## config.mk

```make
export PLATFORM = sky130hd
export DESIGN_NAME = rv_lsu
export DESIGN_NICKNAME = d
export VERILOG_FILES = /design/src/common/rv_pkg.sv /design/src/exu/rv_lsu.sv
export SDC_FILE = /design/constraint.sdc
export NUM_CORES = 1
export LEC_CHECK = 0
export CAP_MARGIN = 20
export CORE_AREA = 4 4 154 156
export DETAILED_ROUTE_END_ITERATION = 6
export DIE_AREA = 0 0 158 160
export DONT_BUFFER_PORTS = 1
export GPL_TIMING_DRIVEN = 0
export PLACE_DENSITY = 0.44
export SETUP_SLACK_MARGIN = 0.02
export SLEW_MARGIN = 20
export SYNTH_ARGS = -nofsm -noshare
export SYNTH_HDL_FRONTEND = slang
export SYNTH_SLANG_ARGS = --single-unit
```

## constraint.sdc

```tcl
create_clock -name vclk -period 2.05
set_clock_uncertainty 0.05 [all_clocks]
set_input_delay 0.41 -clock vclk [all_inputs]
set_output_delay 0.41 -clock vclk [all_outputs]
set_load 0.005 [all_outputs]
```

## src/common/rv_pkg.sv

```systemverilog
// RV64 widths and encodings shared by the core; ALU, branch and memory-op codes keep the legacy 5/3-bit maps
`default_nettype none

package rv_pkg;

  localparam int XLEN = 64;

  localparam logic [XLEN-1:0] RESET_PC = 64'h0000_0000_8000_0000;

  localparam logic [6:0] OPC_LUI     = 7'b0110111;
  localparam logic [6:0] OPC_AUIPC   = 7'b0010111;
  localparam logic [6:0] OPC_JAL     = 7'b1101111;
  localparam logic [6:0] OPC_JALR    = 7'b1100111;
  localparam logic [6:0] OPC_BRANCH  = 7'b1100011;
  localparam logic [6:0] OPC_LOAD    = 7'b0000011;
  localparam logic [6:0] OPC_STORE   = 7'b0100011;
  localparam logic [6:0] OPC_OPIMM   = 7'b0010011;
  localparam logic [6:0] OPC_OPIMM32 = 7'b0011011;
  localparam logic [6:0] OPC_OP      = 7'b0110011;
  localparam logic [6:0] OPC_OP32    = 7'b0111011;
  localparam logic [6:0] OPC_SYSTEM  = 7'b1110011;

  localparam logic [4:0] ALU_ADD     = 5'b00000;
  localparam logic [4:0] ALU_SLL     = 5'b00001;
  localparam logic [4:0] ALU_COPYIMM = 5'b00011;
  localparam logic [4:0] ALU_XOR     = 5'b00100;
  localparam logic [4:0] ALU_SRL     = 5'b00101;
  localparam logic [4:0] ALU_OR      = 5'b00110;
  localparam logic [4:0] ALU_AND     = 5'b00111;
  localparam logic [4:0] ALU_SUB     = 5'b01000;
  localparam logic [4:0] ALU_SLTU    = 5'b01010;
  localparam logic [4:0] ALU_SRA     = 5'b01101;
  localparam logic [4:0] ALU_DIV     = 5'b11011; // signed
  localparam logic [4:0] ALU_MUL     = 5'b11100;
  localparam logic [4:0] ALU_REM     = 5'b11101; // signed

  localparam logic [2:0] BR_NONE = 3'b000;
  localparam logic [2:0] BR_JAL  = 3'b001;
  localparam logic [2:0] BR_JALR = 3'b010;
  localparam logic [2:0] BR_EQ   = 3'b100;
  localparam logic [2:0] BR_NE   = 3'b101;
  localparam logic [2:0] BR_LT   = 3'b110; // also bltu
  localparam logic [2:0] BR_GE   = 3'b111; // also bgeu

  localparam logic [2:0] MOP_SB   = 3'b000;
  localparam logic [2:0] MOP_UB   = 3'b001;
  localparam logic [2:0] MOP_SH   = 3'b010;
  localparam logic [2:0] MOP_UH   = 3'b011;
  localparam logic [2:0] MOP_SW   = 3'b100;
  localparam logic [2:0] MOP_UW   = 3'b101;
  localparam logic [2:0] MOP_SD   = 3'b110;
  localparam logic [2:0] MOP_NONE = 3'b111;

  localparam logic ASRC_RS1 = 1'b0;
  localparam logic ASRC_PC  = 1'b1;

  localparam logic [1:0] BSRC_RS2  = 2'b00;
  localparam logic [1:0] BSRC_IMM  = 2'b01;
  localparam logic [1:0] BSRC_FOUR = 2'b10; // link value pc+4

  typedef struct packed {
    logic [6:0] funct7;
    logic [4:0] rs2;
    logic [4:0] rs1;
    logic [2:0] funct3;
    logic [4:0] rd;
    logic [6:0] opcode;
  } r_fmt_t;

  typedef struct packed {
    logic [11:0] imm11_0;
    logic [4:0]  rs1;
    logic [2:0]  funct3;
    logic [4:0]  rd;
    logic [6:0]  opcode;
  } i_fmt_t;

  typedef struct packed {
    logic [6:0] imm11_5;
    logic [4:0] rs2;
    logic [4:0] rs1;
    logic [2:0] funct3;
    logic [4:0] imm4_0;
    logic [6:0] opcode;
  } s_fmt_t;

  typedef struct packed {
    logic       imm12;
    logic [5:0] imm10_5;
    logic [4:0] rs2;
    logic [4:0] rs1;
    logic [2:0] funct3;
    logic [3:0] imm4_1;
    logic       imm11;
    logic [6:0] opcode;
  } b_fmt_t;

  typedef struct packed {
    logic [19:0] imm31_12;
    logic [4:0]  rd;
    logic [6:0]  opcode;
  } u_fmt_t;

  typedef struct packed {
    logic       imm20;
    logic [9:0] imm10_1;
    logic       imm11;
    logic [7:0] imm19_12;
    logic [4:0] rd;
    logic [6:0] opcode;
  } j_fmt_t;

  typedef union packed {
    logic [31:0] raw;
    r_fmt_t      r;
    i_fmt_t      i;
    s_fmt_t      s;
    b_fmt_t      b;
    u_fmt_t      u;
    j_fmt_t      j;
  } inst_u;

endpackage

`default_nettype wire

```

## src/exu/rv_lsu.sv

```systemverilog
// naturally aligned accesses only and the data bus is one 64-bit doubleword lane set
`timescale 1ns/1ns
`default_nettype none

module rv_lsu
  import rv_pkg::*;
(
  input  logic [XLEN-1:0] i_addr,
  input  logic [XLEN-1:0] i_rs2,
  input  logic [2:0]      i_mem_op,
  input  logic            i_mem_wr,
  input  logic            i_mem_to_reg,
  input  logic [XLEN-1:0] i_alu_res,
  input  logic [XLEN-1:0] i_mem_rdata,
  output logic [XLEN-1:0] o_mem_wdata,
  output logic [7:0]      o_mem_wstrb,
  output logic            o_mem_wr,
  output logic [XLEN-1:0] o_wb_data
);

  logic [2:0]      ofs;
  logic [5:0]      bit_ofs;
  logic [7:0]      size_mask;
  logic [XLEN-1:0] ld_raw;
  logic [XLEN-1:0] ld_ext;

  assign ofs     = i_addr[2:0];
  assign bit_ofs = {ofs, 3'b000};

  always_comb begin
    case (i_mem_op)
      MOP_SB, MOP_UB: size_mask = 8'h01;
      MOP_SH, MOP_UH: size_mask = 8'h03;
      MOP_SW, MOP_UW: size_mask = 8'h0f;
      MOP_SD:         size_mask = 8'hff;
      default:        size_mask = 8'h00;
    endcase
  end

  assign o_mem_wr    = i_mem_wr & (i_mem_op != MOP_NONE);
  assign o_mem_wstrb = o_mem_wr ? (size_mask << ofs) : 8'h00;
  assign o_mem_wdata = i_rs2 << bit_ofs; // into the addressed lane

  assign ld_raw = i_mem_rdata >> bit_ofs;

  always_comb begin
    case (i_mem_op)
      MOP_SB:  ld_ext = {{56{ld_raw[7]}}, ld_raw[7:0]};
      MOP_UB:  ld_ext = {56'd0, ld_raw[7:0]};
      MOP_SH:  ld_ext = {{48{ld_raw[15]}}, ld_raw[15:0]};
      MOP_UH:  ld_ext = {48'd0, ld_raw[15:0]};
      MOP_SW:  ld_ext = {{32{ld_raw[31]}}, ld_raw[31:0]};
      MOP_UW:  ld_ext = {32'd0, ld_raw[31:0]};
      default: ld_ext = ld_raw;
    endcase
  end

  assign o_wb_data = i_mem_to_reg ? ld_ext : i_alu_res;

endmodule

`default_nettype wire

```

==> flow_metrics.py <==
metrics = {
    "outcome": {
        "status": "finished with violations",
        "violations": "setup timing",
    },
    "timing": {
        "min_period_ns": 2.41,
        "hold_viol_final": 0,
        "worst_slack_ns": -0.356,
        "setup_viol": 123,
        "max_slew_margin_pct": 27.4,
        "worstMarginPinSlew_ns": 1.09,
        "period_share_pct": 117,
        "max_freq_ghz": 0.416,
        "rsz0062_at_grt": "yes",
        "slew_viol_final": 0,
        "holdWs_ns": 0.891,
    },
    "grt": {
        "antenna_found_initial": 3,
        "grt_pass1_wl_um": 46300,
        "grt-ovfl-total": 0,
        "grt_start_max_net_pins": 11,
        "grt_pass1_vias": 6405,
        "grt_use_total_pct": 24.8,
    },
    "synth": {
        "synth_seq_area_share_pct": 0,
        "synth_cell_type_count": 47,
        "syn_area_um2": 4310,
        "yosysWarnings": 0,
        "syn_nets": 967,
        "syn_avg_cell_area_um2": 6.11,
        "synth_cells": 706,
        "synthTopCellsByArea": "mux2i_1 (18%), nor2_1 (13%), mux2_2 (9.4%)",
        "yosys.area.top_type": "mux2i_1",
        "netlist.area_leader.share_pct": 17.9,
    },
    "drt": {
        "wire_per_inst_um": 33.2,
        "first_pass_iters": 5,
        "vias": 6101,
        "routed_wl_um": 34300,
        "ant_nets": 0,
        "via_per_inst": 5.89,
        "drcViolationCount": 0,
        "drt_iter0_drc": 367,
    },
    "placement": {
        "dp_hpwl_um": 26500,
        "gp_congestion": 0.898,
        "port_buffers": 0,
    },
    "setup_path": {
        "cp.required_ns": 1.59,
        "critPathLaunchType": "input port",
        "path_class": "in2out",
        "cp-end-kind": "output port",
        "cp_slowest_cell": "and4_4",
        "worstPathCellList": "buf_12, buf_12, mux2i_1, a2bb2oi_1, and4_4, a211oi_4, buf_12, buf_12, a31oi_4",
        "crit_path_max_fanout": 10,
        "worst_path_largest_cell_delay_ns": 0.31,
        "cp.arrival_ns": 1.95,
        "path_common_cell": "buf_12",
    },
    "final_layout": {
        "nFlopsAndLatches": 0,
        "layout.nets": 1011,
        "nFillCells": 2434,
        "area_growth_pct": 66.1,
        "clockBufferCount": 0,
        "area.sequential_um2": 0,
        "drive_above_1_share_pct": 49.1,
    },
    "floorplan": {
        "std_cell_rows": 55,
        "initial_utilization_pct": 19.3,
        "die_h_um": 160,
        "pin_count": 398,
        "core_area_um2": 22400,
        "dieArea_um2": 25300,
        "die_w_um": 158,
    },
    "power": {
        "leakagePower_nw": 2.43,
        "total_power_w": 0.00191,
        "powerDensity_nw_per_um2": 267,
        "ir_drop_v": 0.0000850,
    },
    "min_path": {
        "holdCritStartpoint": "i_rs2[0]",
        "hold_path.class": "in2out",
        "holdPathEnd": "o_mem_wdata[0]",
        "hold_depth": 1,
    },
    "run": {
        "max-cap-violations": 0,
    },
    "cts": {
        "postCtsHoldBufs": 0,
    },
}
layout make-up:
type | count | area, um2 | share of cell area [%]
timing repair buffer | 42 | 549 | 7.67
buffer | 76 | 721 | 10.1
antenna | 2 | 5.00 | 0.0698
tap | 285 | 357 | 4.98
inverter | 2 | 8.76 | 0.122
multi-input combinational | 628 | 5530 | 77.1
where the power goes:
| part | leakage, nW | total (W) | switching (W) | internal [W] |
|---|---|---|---|---|
| registers | 0 | 0 | 0 | 0 |
| clock network | 0.0000127 | 0.000000000131 | 0 | 0.000000000131 |
| logic | 2.43 | 0.00191 | 0.00109 | 0.000825 |
| total | 2.43 | 0.00191 | 0.00109 | 0.000825 |
routing by layer:
metal	GRT usage, %	vias up	wire (um)
li1	-	2667	-
met1	27.6	2952	12000
met2	45.4	414	17100
met3	6.99	66	3760
met4	7.06	2	1480
met5	0	-	13
layout by cell type (no fill, tap or decap), drive strengths merged:
cell and instances:
nor2 148, nand2 78, mux2i 77, buf 77
a21oi 58, a31oi 48, o21ai 42, clkbuf 41
mux2 37, nor2b 18, a211oi 17, nand3 16
o22ai 11, nand2b 10, and2 10, and3 8
o221ai 8, o32ai 8, o22a 7, mux4 6
nor4 4, nor3 4, diode 2, o211ai 2
nor3b 2, or2 2, inv 1, o21a 1
a32oi 1, a2bb2oi 1, nand3b 1, and4 1
clkinv 1, a21boi 1, or4 1
critical path: cells and delay by family:
| kind | cells | cell delay (ns) |
|---|---|---|
| compound gates | 3 | 0.51 |
| buf+inv | 4 | 0.57 |
| mux | 1 | 0.14 |
| simple gates | 1 | 0.31 |
metrics by stage:
step / cell area [um2] / cells / util, % / setup slack, ns / TNS (ns)
2_1_floorplan: 4490 / 706 / - / -0.125 / -5.36
3_3_place_gp: 4840 / 991 / 21.7 / -0.864 / -80.16
3_5_place_dp: 4850 / 991 / 21.7 / -0.848 / -78.48
4_1_cts: 6620 / 1020 / 29.6 / -0.373 / -23.96
5_1_grt: 7160 / 1034 / 32.0 / -0.377 / -29.85
6_report: 7170 / 1035 / 32.0 / -0.356 / -24.51
kinds of logic after synthesis:
kind of cell / synth area share (%)
AND/OR/NAND/NOR: 31.1
buffers and inverters: 8.70
AO/OA/AOI/OAI: 29.5
multiplexers: 30.7
cell usage after synthesis (16+ instances only):
master      n
a211oi_1   16
a21oi_1    58
a31oi_1    48
buf_2      17
clkbuf_1   40
mux2_2     36
mux2i_1    77
nand2_1    77
nand3_1    16
nor2_1    147
nor2b_1    18
o21ai_0    41
worst max path at each step:
| stage | start | to | cells past startpoint |
|---|---|---|---|
| final | i_addr[0] | o_wb_data[34] | 9 |
| after global routing | i_addr[0] | o_wb_data[61] | 8 |
| after floorplan | i_addr[0] | o_wb_data[32] | 8 |
| after detailed placement | i_addr[1] | o_wb_data[47] | 6 |
| after CTS | i_addr[0] | o_wb_data[46] | 9 |
| after global placement | i_addr[1] | o_wb_data[47] | 6 |
what timing repair did:
item	4_1_cts	5_1_grt
setup endpoints to repair	135	130
resized for setup	338	100
pin swaps	37	32
cloned	5	3
setup buffers	24	12
(Power assumes the default switching activity.)
