### config.mk
export PLATFORM = sky130hd
export DESIGN_NAME = rv_regfile
export DESIGN_NICKNAME = d
export VERILOG_FILES = /design/src/common/rv_pkg.sv /design/src/hdl/rv_regfile.sv
export SDC_FILE = /design/constraint.sdc
export NUM_CORES = 2
export LEC_CHECK = 0
export BUFFER_PORTS_ARGS = -buffer_cell sky130_fd_sc_hd__clkbuf_2
export CELL_PAD_IN_SITES_DETAIL_PLACEMENT = 1
export CELL_PAD_IN_SITES_GLOBAL_PLACEMENT = 1
export CORE_ASPECT_RATIO = 0.8
export CORE_MARGIN = 2
export CORE_UTILIZATION = 50
export CTS_CLUSTER_SIZE = 12
export DETAILED_ROUTE_END_ITERATION = 10
export PLACE_DENSITY_LB_ADDON = 0.1
export SYNTH_ARGS = -nofsm -noshare
export SYNTH_HDL_FRONTEND = slang
export SYNTH_SLANG_ARGS = --single-unit
### constraint.sdc
create_clock -name i_clk -period 1.81 [get_ports i_clk]
set_input_delay 0.0905 -clock i_clk [delete_from_list [all_inputs] [get_ports i_clk]]
set_output_delay 0.0905 -clock i_clk [all_outputs]
set_load 0.03 [all_outputs]
### src/common/rv_pkg.sv
// RV64 widths and encodings shared by the core; ALU, branch and memory-op codes keep the legacy 5/3-bit maps
`default_nettype none

package rv_pkg;

  localparam int XLEN = 64;

  localparam logic [XLEN-1:0] RESET_PC = 64'h0000_0000_8000_0000;

  localparam logic [6:0] OPC_LUI     = 7'b0110111;
  localparam logic [6:0] OPC_AUIPC   = 7'b0010111;
  localparam logic [6:0] OPC_JAL     = 7'b1101111;
  localparam logic [6:0] OPC_JALR    = 7'b1100111;
  localparam logic [6:0] OPC_BRANCH  = 7'b1100011;
  localparam logic [6:0] OPC_LOAD    = 7'b0000011;
  localparam logic [6:0] OPC_STORE   = 7'b0100011;
  localparam logic [6:0] OPC_OPIMM   = 7'b0010011;
  localparam logic [6:0] OPC_OPIMM32 = 7'b0011011;
  localparam logic [6:0] OPC_OP      = 7'b0110011;
  localparam logic [6:0] OPC_OP32    = 7'b0111011;
  localparam logic [6:0] OPC_SYSTEM  = 7'b1110011;

  localparam logic [4:0] ALU_ADD     = 5'b00000;
  localparam logic [4:0] ALU_SLL     = 5'b00001;
  localparam logic [4:0] ALU_COPYIMM = 5'b00011;
  localparam logic [4:0] ALU_XOR     = 5'b00100;
  localparam logic [4:0] ALU_SRL     = 5'b00101;
  localparam logic [4:0] ALU_OR      = 5'b00110;
  localparam logic [4:0] ALU_AND     = 5'b00111;
  localparam logic [4:0] ALU_SUB     = 5'b01000;
  localparam logic [4:0] ALU_SLTU    = 5'b01010;
  localparam logic [4:0] ALU_SRA     = 5'b01101;
  localparam logic [4:0] ALU_DIV     = 5'b11011; // signed
  localparam logic [4:0] ALU_MUL     = 5'b11100;
  localparam logic [4:0] ALU_REM     = 5'b11101; // signed

  localparam logic [2:0] BR_NONE = 3'b000;
  localparam logic [2:0] BR_JAL  = 3'b001;
  localparam logic [2:0] BR_JALR = 3'b010;
  localparam logic [2:0] BR_EQ   = 3'b100;
  localparam logic [2:0] BR_NE   = 3'b101;
  localparam logic [2:0] BR_LT   = 3'b110; // also bltu
  localparam logic [2:0] BR_GE   = 3'b111; // also bgeu

  localparam logic [2:0] MOP_SB   = 3'b000;
  localparam logic [2:0] MOP_UB   = 3'b001;
  localparam logic [2:0] MOP_SH   = 3'b010;
  localparam logic [2:0] MOP_UH   = 3'b011;
  localparam logic [2:0] MOP_SW   = 3'b100;
  localparam logic [2:0] MOP_UW   = 3'b101;
  localparam logic [2:0] MOP_SD   = 3'b110;
  localparam logic [2:0] MOP_NONE = 3'b111;

  localparam logic ASRC_RS1 = 1'b0;
  localparam logic ASRC_PC  = 1'b1;

  localparam logic [1:0] BSRC_RS2  = 2'b00;
  localparam logic [1:0] BSRC_IMM  = 2'b01;
  localparam logic [1:0] BSRC_FOUR = 2'b10; // link value pc+4

  typedef struct packed {
    logic [6:0] funct7;
    logic [4:0] rs2;
    logic [4:0] rs1;
    logic [2:0] funct3;
    logic [4:0] rd;
    logic [6:0] opcode;
  } r_fmt_t;

  typedef struct packed {
    logic [11:0] imm11_0;
    logic [4:0]  rs1;
    logic [2:0]  funct3;
    logic [4:0]  rd;
    logic [6:0]  opcode;
  } i_fmt_t;

  typedef struct packed {
    logic [6:0] imm11_5;
    logic [4:0] rs2;
    logic [4:0] rs1;
    logic [2:0] funct3;
    logic [4:0] imm4_0;
    logic [6:0] opcode;
  } s_fmt_t;

  typedef struct packed {
    logic       imm12;
    logic [5:0] imm10_5;
    logic [4:0] rs2;
    logic [4:0] rs1;
    logic [2:0] funct3;
    logic [3:0] imm4_1;
    logic       imm11;
    logic [6:0] opcode;
  } b_fmt_t;

  typedef struct packed {
    logic [19:0] imm31_12;
    logic [4:0]  rd;
    logic [6:0]  opcode;
  } u_fmt_t;

  typedef struct packed {
    logic       imm20;
    logic [9:0] imm10_1;
    logic       imm11;
    logic [7:0] imm19_12;
    logic [4:0] rd;
    logic [6:0] opcode;
  } j_fmt_t;

  typedef union packed {
    logic [31:0] raw;
    r_fmt_t      r;
    i_fmt_t      i;
    s_fmt_t      s;
    b_fmt_t      b;
    u_fmt_t      u;
    j_fmt_t      j;
  } inst_u;

endpackage

`default_nettype wire

### src/hdl/rv_regfile.sv
// 32 x 64-bit registers with combinational reads and x0 never written
`timescale 1ns/1ns
`default_nettype none

module rv_regfile
  import rv_pkg::*;
(
  input  logic            i_clk,
  input  logic            i_arst_n,
  input  logic [4:0]      i_ra,
  input  logic [4:0]      i_rb,
  input  logic [4:0]      i_rd,
  input  logic            i_we,
  input  logic [XLEN-1:0] i_wdata,
  output logic [XLEN-1:0] o_rs1,
  output logic [XLEN-1:0] o_rs2
);

  logic [XLEN-1:0] regs [32];

  always_ff @(posedge i_clk or negedge i_arst_n) begin
    if (!i_arst_n) begin
      for (int k = 0; k < 32; k++) begin
        regs[k] <= '0;
      end
    end else if (i_we && (i_rd != 5'd0)) begin
      regs[i_rd] <= i_wdata;
    end
  end

  assign o_rs1 = regs[i_ra]; // x0 stays at its reset value
  assign o_rs2 = regs[i_rb];

endmodule

`default_nettype wire

==> summary.md <==
| Metric | Value |
|---|---|
| Worst Path Arrival | `2790 ps` |
| Reg power frac | `0.419` |
| Reg-to-reg setup timing slack | `670 ps` |
| FMAX | `about 350 MHz` |
| Syn nets | `6594` |
| Clock Path Buffers | `4` |
| Share of cells above drive strength 1 | `0.696` |
| Worst-Margin Slew | `1420 ps` |
| Storage element area | `approximately 51000 um^2` |
| Ys Warns | `0` |
| Vias in the first global route | `78276` |
| EDFF count, synth | `0` |
| CTS sink cnt | `between 2000 and 2500` |
| Reg with most FFs | `regs` |
| Final Cell Area | `137000 um^2` |
| Max FFs per register | `just over 2000` |
| Vias per cell | `approximately 6.6` |
| Final hold vios | `0` |
| Largest family of logic cells by synthesized area | `multiplexers` |
| Drt drc | `0` |
| Final GP Congestion | `0.846` |
| Main flop type after synthesis | `dfrtp_1` |
| Net Switching | `0.0415 W` |
| Synth Area in Adders | `0` |
| Sequential share of the synthesized area | `0.476` |
| Compound-Gate Fraction of Synth Area | `0.0112` |
| Routed WL | `between 300 and 400 mm` |
| Clock Skew | `0 ps` |
| Worst hold path class | `in2async` |
| Mapped Cells | `6512` |
| Post-layout min period | `2880 ps` |
| Num CTS Buffers | `219` |
| Standard-cell rows | `152` |
| Clk slew on worst S/H paths | `60 ps` |
| Crit path cell chain | `mux4_2 > mux4_2 > mux2_4 > buf_8` |
| CP max stage delay | `about 500 ps` |
| Critical path launch point type | `register` |
| Post-synthesis xor/xnor area fraction | `0` |
| Setup ws final | `-1070 ps` |
| Setup violations, final | `128` |
| Vias | `about 70000` |
| RSZ-0062 raised after global routing | `true` |
| I/O pin total | `210` |
| Rel. slew slack | `0.0564` |
| CTS tree | `built` |
| Netlist cell types | `30` |
| Max H-tree Level | `4` |
| GRT Total Usage | `0.354` |
| Cell Area, Synth | `108000 um^2` |
| Mux cell area share after synthesis | `0.478` |
| Initial core utilization | `0.502` |
| Die ar. | `219000 um^2` |
| Port bufs | `roughly 210` |
| P_leak | `60.5 nW` |
| Logic pwr share | `0.273` |
| CP startpoint | `regs[1727]` |
| Synth-to-layout area growth | `26.8%` |
| Clock power share | `0.308` |
| Initial DRC count | `6113` |
| Failing checks | `negative setup slack` |
| Status | `complete, but fails checks` |
| Start of the worst register-to-register path | `regs[52]` |
| Grt total ovfl | `0` |
| WS Path Type | `reg2out` |
| Worst-path fanout max | `3` |
| Insertion delay to the later sink of the worst-skew pair | `slightly below 900 ps` |
| Core Region | `214000 um^2` |
| Sw frac | `0.283` |
| Yosys reg bits | `approximately 2000` |
| Req. time, crit path | `~1700 ps` |
| Post-DP Area | `~130000 um^2` |
| First-pass GRT wire length | `564 mm` |
| Antenna Nets Post-Route | `0` |
| Die Height | `419 um` |
| Peak supply drop | `0.000871 V` |
| Initial antenna violation count | `13` |
| Pin count of the biggest net entering global routing | `83` |
| DP HPWL | `roughly 260 mm` |
| Crit-path slowest cell | `mux4_2` |
| Max Cap Viol | `0` |
| Power per cell area | `1070 nW/um^2` |
| Internal power | `0.105 W` |
| Most frequent CP cell | `mux4_2` |
| NumNets Final | `7863` |
| Area of the multi-input gates | `55200 um^2` |
| Simple-gate portion of the synthesized area | `0.00445` |
| Final Hold Slack | `between 60 and 70 ps` |
| Asr flop ratio synth | `1.00` |
| Largest regs | `regs x2048` |
| Period Utilization, post-route | `1.59` |
| Clock root cell | `clkbuf_16` |
| Drt wl/cell | `approximately 36 um` |
| First-pass detailed-route iteration total | `5` |
| Fin. max-slew vios | `0` |
| Syn avg cell area | `16.5 um^2` |
| Die Wd | `523 um` |
| Critical path capture point type | `primary output` |
| Fill count | `about 18000` |
## final timing paths
kind / end / cells after the start
setup / recovery: o_rs2[63] / 4
hold reg to reg: regs[2045] / 0
min in group i_clk: regs[1683] / 6
hold / removal: regs[1545] / 3
setup reg to reg: regs[52] / 4
max in group asynchronous: regs[1147] / 3
## cells by family (layout without fill, tap and decap cells)
group	after synthesis	after routing
AOI/OAI and AO/OA	156	156
buffers and inverters	774	2199
DFF	2048	2048
and+or+nand+nor	94	94
other	0	5
muxes	3440	3440
## synthesized netlist by cell type, types with 4 or more instances
master	instances	area, um^2
buf_4	27	203
and3_1	6	37.5
nor2b_1	20	125
buf_2	218	1090
a221oi_1	34	298
buf_6	5	56.3
nand2b_1	5	31.3
a211o_1	9	78.8
mux2i_1	144	1440
buf_1	36	135
a22o_1	9	78.8
o22ai_1	60	375
a21oi_1	9	45.0
nor3_2	4	40.0
nand2_1	20	75.1
nor2_1	27	101
mux2_2	2151	24200
mux4_2	1145	25800
a221o_1	26	260
dfrtp_1	2048	51200
nand3_1	6	30.0
clkbuf_1	487	1830
## critical path: cells and delay by family (launching register included)
family	cells	cell delay, ps
DFF	1	390
muxes	3	1360
buffers and inverters	1	160
## power groups by stage
stage	Combinational, W	Clock, W	Sequential [W]
floorplan	0.0238	0	0.0591
global placement	0.0349	0	0.0609
detailed placement	0.0362	0	0.0616
CTS	0.0391	0.0457	0.0610
global route	0.0422	0.0475	0.0623
finish	0.0400	0.0451	0.0614
## cells in the final DEF (no fill, tap or decap), types with 4 or more instances in the layout
| cell | n |
|---|---|
| mux2_2 | 2035 |
| buf_6 | 96 |
| nor2b_4 | 6 |
| a22o_4 | 5 |
| nor2_2 | 4 |
| mux4_2 | 1145 |
| mux2_4 | 116 |
| nor3_4 | 4 |
| a22o_1 | 4 |
| buf_4 | 1079 |
| nor2_4 | 14 |
| dfrtp_1 | 2047 |
| buf_12 | 371 |
| buf_8 | 98 |
| clkbuf_2 | 70 |
| a221oi_4 | 34 |
| mux2i_1 | 130 |
| clkbuf_1 | 69 |
| nand2_1 | 9 |
| dlygate4sd3_1 | 70 |
| nor2b_1 | 12 |
| a211o_1 | 9 |
| o22ai_4 | 28 |
| clkbuf_16 | 225 |
| bufinv_16 | 8 |
| nor2_1 | 9 |
| a21oi_1 | 8 |
| and3_1 | 4 |
| o22ai_1 | 18 |
| clkinv_2 | 20 |
| nand2_4 | 10 |
| a221o_2 | 17 |
| clkbuf_8 | 86 |
| o22ai_2 | 14 |
| diode_2 | 5 |
| mux2i_2 | 12 |
| a221o_1 | 9 |
## through the flow
| stage | setup slack, ps | TNS [ps] | utilization | power [W] | std cells |
|---|---|---|---|---|---|
| global route | -1130 | -129320 | 0.637 | 0.152 | 10788 |
| global placement | -668 | -121460 | 0.586 | 0.0957 | 10219 |
| finish | -1070 | -120910 | 0.637 | 0.147 | 10791 |
| detailed placement | -667 | -161130 | 0.586 | 0.0978 | 10219 |
| CTS | -1130 | -127890 | 0.634 | 0.146 | 10745 |
| floorplan | -48.9 | -3590 | - | 0.0829 | 6512 |
## metal layers
layer,GRT usage,vias up,part of all wire,wire (um)
li1,-,28109,-,-
met5,0,-,0.00013,49
met1,0.496,39793,0.42,161000
met2,0.562,2813,0.48,183000
met4,0.117,8,0.037,14000
met3,0.0630,754,0.066,25200
## cell type report
cell class	instances	area share
Clock buffer	343	0.0481
Clock inverter	34	0.00285
Multi-Input combinational cell	3690	0.404
Sequential cell	2048	0.375
Inverter	1	0.0000458
Tap cell	2849	0.0261
Timing Repair Buffer	1821	0.144
Antenna cell	5	0.0000916
## repair_timing
action / CTS / global route
hold buffers: 70 / 0
setup buffers: 93 / 51
hold endpoints to repair: 3992 / 0
gates resized for setup: 433 / 175
pin swaps: 42 / 38
endpoints found under the setup margin: 128 / 128
Note: power is estimated with default switching activity, not from simulation.
