File: config.mk
export PLATFORM = sky130hd
export DESIGN_NAME = rv_idu
export DESIGN_NICKNAME = d
export VERILOG_FILES = /design/src/common/rv_pkg.sv /design/src/idu/rv_idu.sv
export SDC_FILE = /design/constraint.sdc
export NUM_CORES = 1
export LEC_CHECK = 0
export BUFFER_PORTS_ARGS = -buffer_cell sky130_fd_sc_hd__buf_2
export CORE_ASPECT_RATIO = 0.9
export CORE_UTILIZATION = 40
export DETAILED_ROUTE_END_ITERATION = 12
export PLACE_DENSITY = 0.95
export REMOVE_ABC_BUFFERS = 1
export SYNTH_ARGS = -nofsm -noshare
export SYNTH_HDL_FRONTEND = slang
export SYNTH_SLANG_ARGS = --single-unit
File: constraint.sdc
create_clock -name vclk -period 1.8
set_input_delay 0.18 -clock vclk [all_inputs]
set_output_delay 0.18 -clock vclk [all_outputs]
set_load 0.02 [all_outputs]
File: src/common/rv_pkg.sv
// RV64 widths and encodings shared by the core; ALU, branch and memory-op codes keep the legacy 5/3-bit maps
`default_nettype none

package rv_pkg;

  localparam int XLEN = 64;

  localparam logic [XLEN-1:0] RESET_PC = 64'h0000_0000_8000_0000;

  localparam logic [6:0] OPC_LUI     = 7'b0110111;
  localparam logic [6:0] OPC_AUIPC   = 7'b0010111;
  localparam logic [6:0] OPC_JAL     = 7'b1101111;
  localparam logic [6:0] OPC_JALR    = 7'b1100111;
  localparam logic [6:0] OPC_BRANCH  = 7'b1100011;
  localparam logic [6:0] OPC_LOAD    = 7'b0000011;
  localparam logic [6:0] OPC_STORE   = 7'b0100011;
  localparam logic [6:0] OPC_OPIMM   = 7'b0010011;
  localparam logic [6:0] OPC_OPIMM32 = 7'b0011011;
  localparam logic [6:0] OPC_OP      = 7'b0110011;
  localparam logic [6:0] OPC_OP32    = 7'b0111011;
  localparam logic [6:0] OPC_SYSTEM  = 7'b1110011;

  localparam logic [4:0] ALU_ADD     = 5'b00000;
  localparam logic [4:0] ALU_SLL     = 5'b00001;
  localparam logic [4:0] ALU_COPYIMM = 5'b00011;
  localparam logic [4:0] ALU_XOR     = 5'b00100;
  localparam logic [4:0] ALU_SRL     = 5'b00101;
  localparam logic [4:0] ALU_OR      = 5'b00110;
  localparam logic [4:0] ALU_AND     = 5'b00111;
  localparam logic [4:0] ALU_SUB     = 5'b01000;
  localparam logic [4:0] ALU_SLTU    = 5'b01010;
  localparam logic [4:0] ALU_SRA     = 5'b01101;
  localparam logic [4:0] ALU_DIV     = 5'b11011; // signed
  localparam logic [4:0] ALU_MUL     = 5'b11100;
  localparam logic [4:0] ALU_REM     = 5'b11101; // signed

  localparam logic [2:0] BR_NONE = 3'b000;
  localparam logic [2:0] BR_JAL  = 3'b001;
  localparam logic [2:0] BR_JALR = 3'b010;
  localparam logic [2:0] BR_EQ   = 3'b100;
  localparam logic [2:0] BR_NE   = 3'b101;
  localparam logic [2:0] BR_LT   = 3'b110; // also bltu
  localparam logic [2:0] BR_GE   = 3'b111; // also bgeu

  localparam logic [2:0] MOP_SB   = 3'b000;
  localparam logic [2:0] MOP_UB   = 3'b001;
  localparam logic [2:0] MOP_SH   = 3'b010;
  localparam logic [2:0] MOP_UH   = 3'b011;
  localparam logic [2:0] MOP_SW   = 3'b100;
  localparam logic [2:0] MOP_UW   = 3'b101;
  localparam logic [2:0] MOP_SD   = 3'b110;
  localparam logic [2:0] MOP_NONE = 3'b111;

  localparam logic ASRC_RS1 = 1'b0;
  localparam logic ASRC_PC  = 1'b1;

  localparam logic [1:0] BSRC_RS2  = 2'b00;
  localparam logic [1:0] BSRC_IMM  = 2'b01;
  localparam logic [1:0] BSRC_FOUR = 2'b10; // link value pc+4

  typedef struct packed {
    logic [6:0] funct7;
    logic [4:0] rs2;
    logic [4:0] rs1;
    logic [2:0] funct3;
    logic [4:0] rd;
    logic [6:0] opcode;
  } r_fmt_t;

  typedef struct packed {
    logic [11:0] imm11_0;
    logic [4:0]  rs1;
    logic [2:0]  funct3;
    logic [4:0]  rd;
    logic [6:0]  opcode;
  } i_fmt_t;

  typedef struct packed {
    logic [6:0] imm11_5;
    logic [4:0] rs2;
    logic [4:0] rs1;
    logic [2:0] funct3;
    logic [4:0] imm4_0;
    logic [6:0] opcode;
  } s_fmt_t;

  typedef struct packed {
    logic       imm12;
    logic [5:0] imm10_5;
    logic [4:0] rs2;
    logic [4:0] rs1;
    logic [2:0] funct3;
    logic [3:0] imm4_1;
    logic       imm11;
    logic [6:0] opcode;
  } b_fmt_t;

  typedef struct packed {
    logic [19:0] imm31_12;
    logic [4:0]  rd;
    logic [6:0]  opcode;
  } u_fmt_t;

  typedef struct packed {
    logic       imm20;
    logic [9:0] imm10_1;
    logic       imm11;
    logic [7:0] imm19_12;
    logic [4:0] rd;
    logic [6:0] opcode;
  } j_fmt_t;

  typedef union packed {
    logic [31:0] raw;
    r_fmt_t      r;
    i_fmt_t      i;
    s_fmt_t      s;
    b_fmt_t      b;
    u_fmt_t      u;
    j_fmt_t      j;
  } inst_u;

endpackage

`default_nettype wire

File: src/idu/rv_idu.sv
// decodes the supported RV64IM subset only and flags every other word as illegal while valid
`timescale 1ns/1ns
`default_nettype none

module rv_idu
  import rv_pkg::*;
(
  input  inst_u           i_inst,
  input  logic            i_valid,
  output logic [4:0]      o_ra,
  output logic [4:0]      o_rb,
  output logic [4:0]      o_rd,
  output logic [XLEN-1:0] o_imm,
  output logic            o_a_src,
  output logic [1:0]      o_b_src,
  output logic [4:0]      o_alu_ctr,
  output logic            o_word_cut,
  output logic [2:0]      o_branch,
  output logic            o_br_unsigned,
  output logic            o_reg_wr,
  output logic            o_mem_wr,
  output logic            o_mem_to_reg,
  output logic [2:0]      o_mem_op,
  output logic            o_ebreak,
  output logic            o_illegal
);

  wire [6:0] opc = i_inst.r.opcode;
  wire [2:0] f3  = i_inst.r.funct3;
  wire [6:0] f7  = i_inst.r.funct7;

  wire [XLEN-1:0] imm_i = {{52{i_inst.i.imm11_0[11]}}, i_inst.i.imm11_0};
  wire [XLEN-1:0] imm_s = {{52{i_inst.s.imm11_5[6]}}, i_inst.s.imm11_5, i_inst.s.imm4_0};
  wire [XLEN-1:0] imm_b = {{52{i_inst.b.imm12}}, i_inst.b.imm11, i_inst.b.imm10_5,
                           i_inst.b.imm4_1, 1'b0};
  wire [XLEN-1:0] imm_u = {{32{i_inst.u.imm31_12[19]}}, i_inst.u.imm31_12, 12'd0};
  wire [XLEN-1:0] imm_j = {{44{i_inst.j.imm20}}, i_inst.j.imm19_12, i_inst.j.imm11,
                           i_inst.j.imm10_1, 1'b0};

  wire is_br    = opc == OPC_BRANCH;
  wire is_ld    = opc == OPC_LOAD;
  wire is_st    = opc == OPC_STORE;
  wire is_opi   = opc == OPC_OPIMM;
  wire is_op    = opc == OPC_OP;
  wire is_op32  = opc == OPC_OP32;
  wire f7_zero  = f7 == 7'b0000000;
  wire f7_alt   = f7 == 7'b0100000;
  wire f7_muldv = f7 == 7'b0000001;

  wire inst_lui    = opc == OPC_LUI;
  wire inst_auipc  = opc == OPC_AUIPC;
  wire inst_jal    = opc == OPC_JAL;
  wire inst_jalr   = (opc == OPC_JALR) & (f3 == 3'b000);
  wire inst_beq    = is_br & (f3 == 3'b000);
  wire inst_bne    = is_br & (f3 == 3'b001);
  wire inst_blt    = is_br & (f3 == 3'b100);
  wire inst_bge    = is_br & (f3 == 3'b101);
  wire inst_bltu   = is_br & (f3 == 3'b110);
  wire inst_bgeu   = is_br & (f3 == 3'b111);
  wire inst_lh     = is_ld & (f3 == 3'b001);
  wire inst_lw     = is_ld & (f3 == 3'b010);
  wire inst_ld     = is_ld & (f3 == 3'b011);
  wire inst_lbu    = is_ld & (f3 == 3'b100);
  wire inst_lhu    = is_ld & (f3 == 3'b101);
  wire inst_sb     = is_st & (f3 == 3'b000);
  wire inst_sh     = is_st & (f3 == 3'b001);
  wire inst_sw     = is_st & (f3 == 3'b010);
  wire inst_sd     = is_st & (f3 == 3'b011);
  wire inst_addi   = is_opi & (f3 == 3'b000);
  wire inst_slli   = is_opi & (f3 == 3'b001) & (f7[6:1] == 6'b000000); // 6-bit shamt
  wire inst_sltiu  = is_opi & (f3 == 3'b011);
  wire inst_xori   = is_opi & (f3 == 3'b100);
  wire inst_srli   = is_opi & (f3 == 3'b101) & (f7[6:1] == 6'b000000);
  wire inst_srai   = is_opi & (f3 == 3'b101) & (f7[6:1] == 6'b010000);
  wire inst_andi   = is_opi & (f3 == 3'b111);
  wire inst_addiw  = (opc == OPC_OPIMM32) & (f3 == 3'b000);
  wire inst_add    = is_op & (f3 == 3'b000) & f7_zero;
  wire inst_sub    = is_op & (f3 == 3'b000) & f7_alt;
  wire inst_or     = is_op & (f3 == 3'b110) & f7_zero;
  wire inst_mul    = is_op & (f3 == 3'b000) & f7_muldv;
  wire inst_addw   = is_op32 & (f3 == 3'b000) & f7_zero;
  wire inst_subw   = is_op32 & (f3 == 3'b000) & f7_alt;
  wire inst_sllw   = is_op32 & (f3 == 3'b001) & f7_zero;
  wire inst_mulw   = is_op32 & (f3 == 3'b000) & f7_muldv;
  wire inst_divw   = is_op32 & (f3 == 3'b100) & f7_muldv;
  wire inst_remw   = is_op32 & (f3 == 3'b110) & f7_muldv;
  wire inst_ebreak = i_inst.raw == 32'h0010_0073; // exact encoding only

  wire inst_load  = |{inst_lh, inst_lhu, inst_lw, inst_lbu, inst_ld};
  wire type_s     = |{inst_sb, inst_sh, inst_sw, inst_sd};
  wire type_b     = |{inst_beq, inst_bne, inst_blt, inst_bge, inst_bltu, inst_bgeu};
  wire type_u     = inst_lui | inst_auipc;
  wire type_r     = |{inst_add, inst_sub, inst_or, inst_mul, inst_addw, inst_subw,
                      inst_sllw, inst_mulw, inst_divw, inst_remw};
  wire type_i     = |{inst_jalr, inst_load, inst_addi, inst_slli, inst_sltiu, inst_xori,
                      inst_srli, inst_srai, inst_andi, inst_addiw};
  wire legal      = |{type_r, type_i, type_s, type_b, type_u, inst_jal, inst_ebreak};

  assign o_ra          = i_inst.r.rs1;
  assign o_rb          = i_inst.r.rs2;
  assign o_rd          = i_inst.r.rd;
  assign o_a_src       = (inst_jal | inst_jalr | inst_auipc) ? ASRC_PC : ASRC_RS1;
  assign o_word_cut    = |{inst_addiw, inst_addw, inst_subw, inst_sllw, inst_mulw,
                           inst_divw, inst_remw};
  assign o_br_unsigned = inst_bltu | inst_bgeu;
  assign o_mem_to_reg  = inst_load;
  assign o_reg_wr      = i_valid & (type_r | type_i | type_u | inst_jal); // ebreak excluded
  assign o_mem_wr      = i_valid & type_s;
  assign o_ebreak      = i_valid & inst_ebreak;
  assign o_illegal     = i_valid & ~legal;

  always_comb begin
    if (type_s) o_imm = imm_s;
    else if (type_b) o_imm = imm_b;
    else if (type_u) o_imm = imm_u;
    else if (inst_jal) o_imm = imm_j;
    else o_imm = imm_i;
  end

  always_comb begin
    if (inst_jal | inst_jalr) o_b_src = BSRC_FOUR;
    else if (type_i | type_u | type_s) o_b_src = BSRC_IMM;
    else o_b_src = BSRC_RS2;
  end

  always_comb begin
    o_alu_ctr = ALU_ADD; // address, link and plain adds
    if (inst_lui) o_alu_ctr = ALU_COPYIMM;
    else if (type_b | inst_sub | inst_subw) o_alu_ctr = ALU_SUB;
    else if (inst_sltiu) o_alu_ctr = ALU_SLTU;
    else if (inst_xori) o_alu_ctr = ALU_XOR;
    else if (inst_andi) o_alu_ctr = ALU_AND;
    else if (inst_or) o_alu_ctr = ALU_OR;
    else if (inst_slli | inst_sllw) o_alu_ctr = ALU_SLL;
    else if (inst_srli) o_alu_ctr = ALU_SRL;
    else if (inst_srai) o_alu_ctr = ALU_SRA;
    else if (inst_mul | inst_mulw) o_alu_ctr = ALU_MUL;
    else if (inst_divw) o_alu_ctr = ALU_DIV;
    else if (inst_remw) o_alu_ctr = ALU_REM;
  end

  always_comb begin
    o_branch = BR_NONE;
    if (inst_jal) o_branch = BR_JAL;
    else if (inst_jalr) o_branch = BR_JALR;
    else if (inst_beq) o_branch = BR_EQ;
    else if (inst_bne) o_branch = BR_NE;
    else if (inst_blt | inst_bltu) o_branch = BR_LT;
    else if (inst_bge | inst_bgeu) o_branch = BR_GE;
  end

  always_comb begin
    o_mem_op = MOP_NONE;
    if (inst_sb) o_mem_op = MOP_SB;
    else if (inst_lbu) o_mem_op = MOP_UB;
    else if (inst_sh | inst_lh) o_mem_op = MOP_SH;
    else if (inst_lhu) o_mem_op = MOP_UH;
    else if (inst_sw | inst_lw) o_mem_op = MOP_SW;
    else if (inst_sd | inst_ld) o_mem_op = MOP_SD;
  end

endmodule

`default_nettype wire

==> reports/qor.csv <==
metric,value,unit
IO Port Bufs,133,
seq_cells,0,
Yosys top cell by area,buf_4,
DR DRC count,0,
vias post-DR,2113,
synth unique cells,54,
Die ar.,3920,sq um
Syn Area/Cell,6.81,sq um
CP max FO,5,
Worst slew margin,0.715,
"delay-heaviest family, CP",simple AND/OR/NAND/NOR gates,
DP Wirelength,4430,um
Final setup viols,2,
CP Cell Sequence,buf_8 -> nand4bb_4 -> or3_4 -> buf_4 -> nor2_4 -> a21oi_1 -> a21oi_2 -> buf_4,
Slowest Stage Delay on Critical Path,0.36,ns
hold slack,0.615,ns
total grt overflow,0,
Setup Crit Path Kind,in -> out,
Syn-to-layout area delta,58.8,%
Crit path buffers/inverters,3,
Routed Antenna Nets,0,
outcome,"finished, violations left",
# IOs,133,
row cnt,20,
RSZ-0062 raised after global routing,yes,
initial core utilization,0.426,
cell mode on critical path,buf_4,
Critical Path Sink Type,output pin,
Arrival @ worst endpoint,1.64,ns
fill count,278,
Die Y,59.5,um
first-pass GRT wire length,8360,um
# nets final,365,
TritonRoute pass-1 iters,4,
core footprint,3450,sq um
Worst Hold Class,in -> out,
Ys Warns,0,
Tot GR Track Use,0.268,
hold-fix buffers at CTS,0,
Synth area leaders,"buf_4, a21o_1, nand2_1, and2_1, nor2_1",
Fmax achieved,0.548,GHz
initial antenna violation count,0,
Layout clock buffers,0,
Max-Cap Viols,0,
WL final,6410,um
n_diodes,0,
largest net degree at the start of global routing,37,
"Hold Vio Cnt, Final",0,
Cells after DPL,371,
CP max stage cell,or3_4,
Slew @ Worst Pin,0.424,ns
Synth top cells by count,"buf_4, a21o_1, nand2_1",
vias in the first global route,1778,
Worst EP required,1.62,ns
"Min Clock Period, post-route",1.82,ns
register area share after synthesis,0,
Leak Pwr,1.23,nW
"count leader, synth",buf_4,
RePlAce Congestion,0.980,
mapped cell area,1470,sq um
Tot Pwr,544,uW
fin worst setup slack,-0.0232,ns
Seq. cell area,0,sq um
Synth Instances,216,
PD cells,233,nW/um^2
Vias/cell,5.65,
final worst path period share,1.01,
layout cell share with drive strength beyond 1,0.658,
Max Transition Viols Final,0,
WL/cell,17.1,um
Synth top area share,0.260,
Peak VDD IR,189,uV
fin cells,374,
pre-CTS WS,-0.227,ns
startpoint types,primary input,
Die W,65.9,um
Detailed Route Iter0 Violations,189,
failing checks,setup timing,
==> final timing paths <==
check,from,end,slack [ns],cells past startpoint
max,i_inst[2],o_b_src[0],-0.02,8
min,i_inst[19],o_ra[4],0.61,2
==> repair_timing <==
action	in CTS	in global routing
gates resized for setup	13	48
buffers inserted	1	3
endpoints found under the hold margin	0	0
setup endpoints to repair	8	36
pin swaps	3	6
==> where the power goes <==
part / leakage (nW) / internal [mW] / switching [mW]
clock: 0 / 0 / 0
sequential: 0 / 0 / 0
combinational: 1.23 / 0.208 / 0.336
==> layout by cell type, fill, tap and decap left out, types with 2 or more instances in the layout <==
cell	Yosys	layout
a2111o_1	2	2
a2111oi_4	1	2
a21o_1	20	20
a21oi_1	6	5
and2_1	9	8
buf_2	2	123
buf_4	51	44
buf_6	1	9
inv_1	2	2
nand2_1	17	16
nand2b_1	5	3
nand3_1	6	5
nand3b_1	2	2
nand4_1	2	2
nand4b_1	3	3
nor2_1	13	10
nor2_2	0	2
nor2b_1	3	2
nor3_1	8	4
nor3_2	1	3
nor3_4	0	2
nor4_1	6	3
nor4_4	0	3
nor4b_2	0	2
o21ai_0	7	5
o21ai_2	0	2
o31ai_1	2	2
or3_1	3	2
or3_4	1	2
xnor2_1	2	2
==> cell families (layout without fill, tap and decap cells) <==
group,Yosys count,in the layout,share of synthesized area
XOR/XNOR,2,2,0.0119
multiplexers,2,2,0.0145
AO/OA/AOI/OAI,51,51,0.264
buffers and inverters,65,179,0.310
AND/OR/NAND/NOR,96,96,0.400
==> layout make-up <==
class                           instances  area, sq um  share of cell area
Inverter                                2         7.51             0.00322
Multi-Input combinational cell        151         1210               0.518
Tap cell                               44         55.1              0.0236
Timing Repair Buffer                  177         1060               0.455
==> metal layers <==
layer  global-route usage  vias to the layer above  part of all wire
li1                     -                      966                 -
met5                    0                        -                 0
met2                0.465                      157              0.49
met3               0.0269                       34             0.090
met1                0.336                      956              0.38
met4                0.112                        0             0.046
==> metrics by stage <==
step / utilization / cell area [sq um] / setup TNS, ns
2_1_floorplan: - / 1020 / -0.268
3_3_place_gp: 0.594 / 2050 / -0.458
3_5_place_dp: 0.594 / 2050 / -0.665
4_1_cts: 0.611 / 2110 / 0
5_1_grt: 0.676 / 2330 / -0.312
6_report: 0.676 / 2330 / -0.0400
Power figures use the tool's default switching activity.
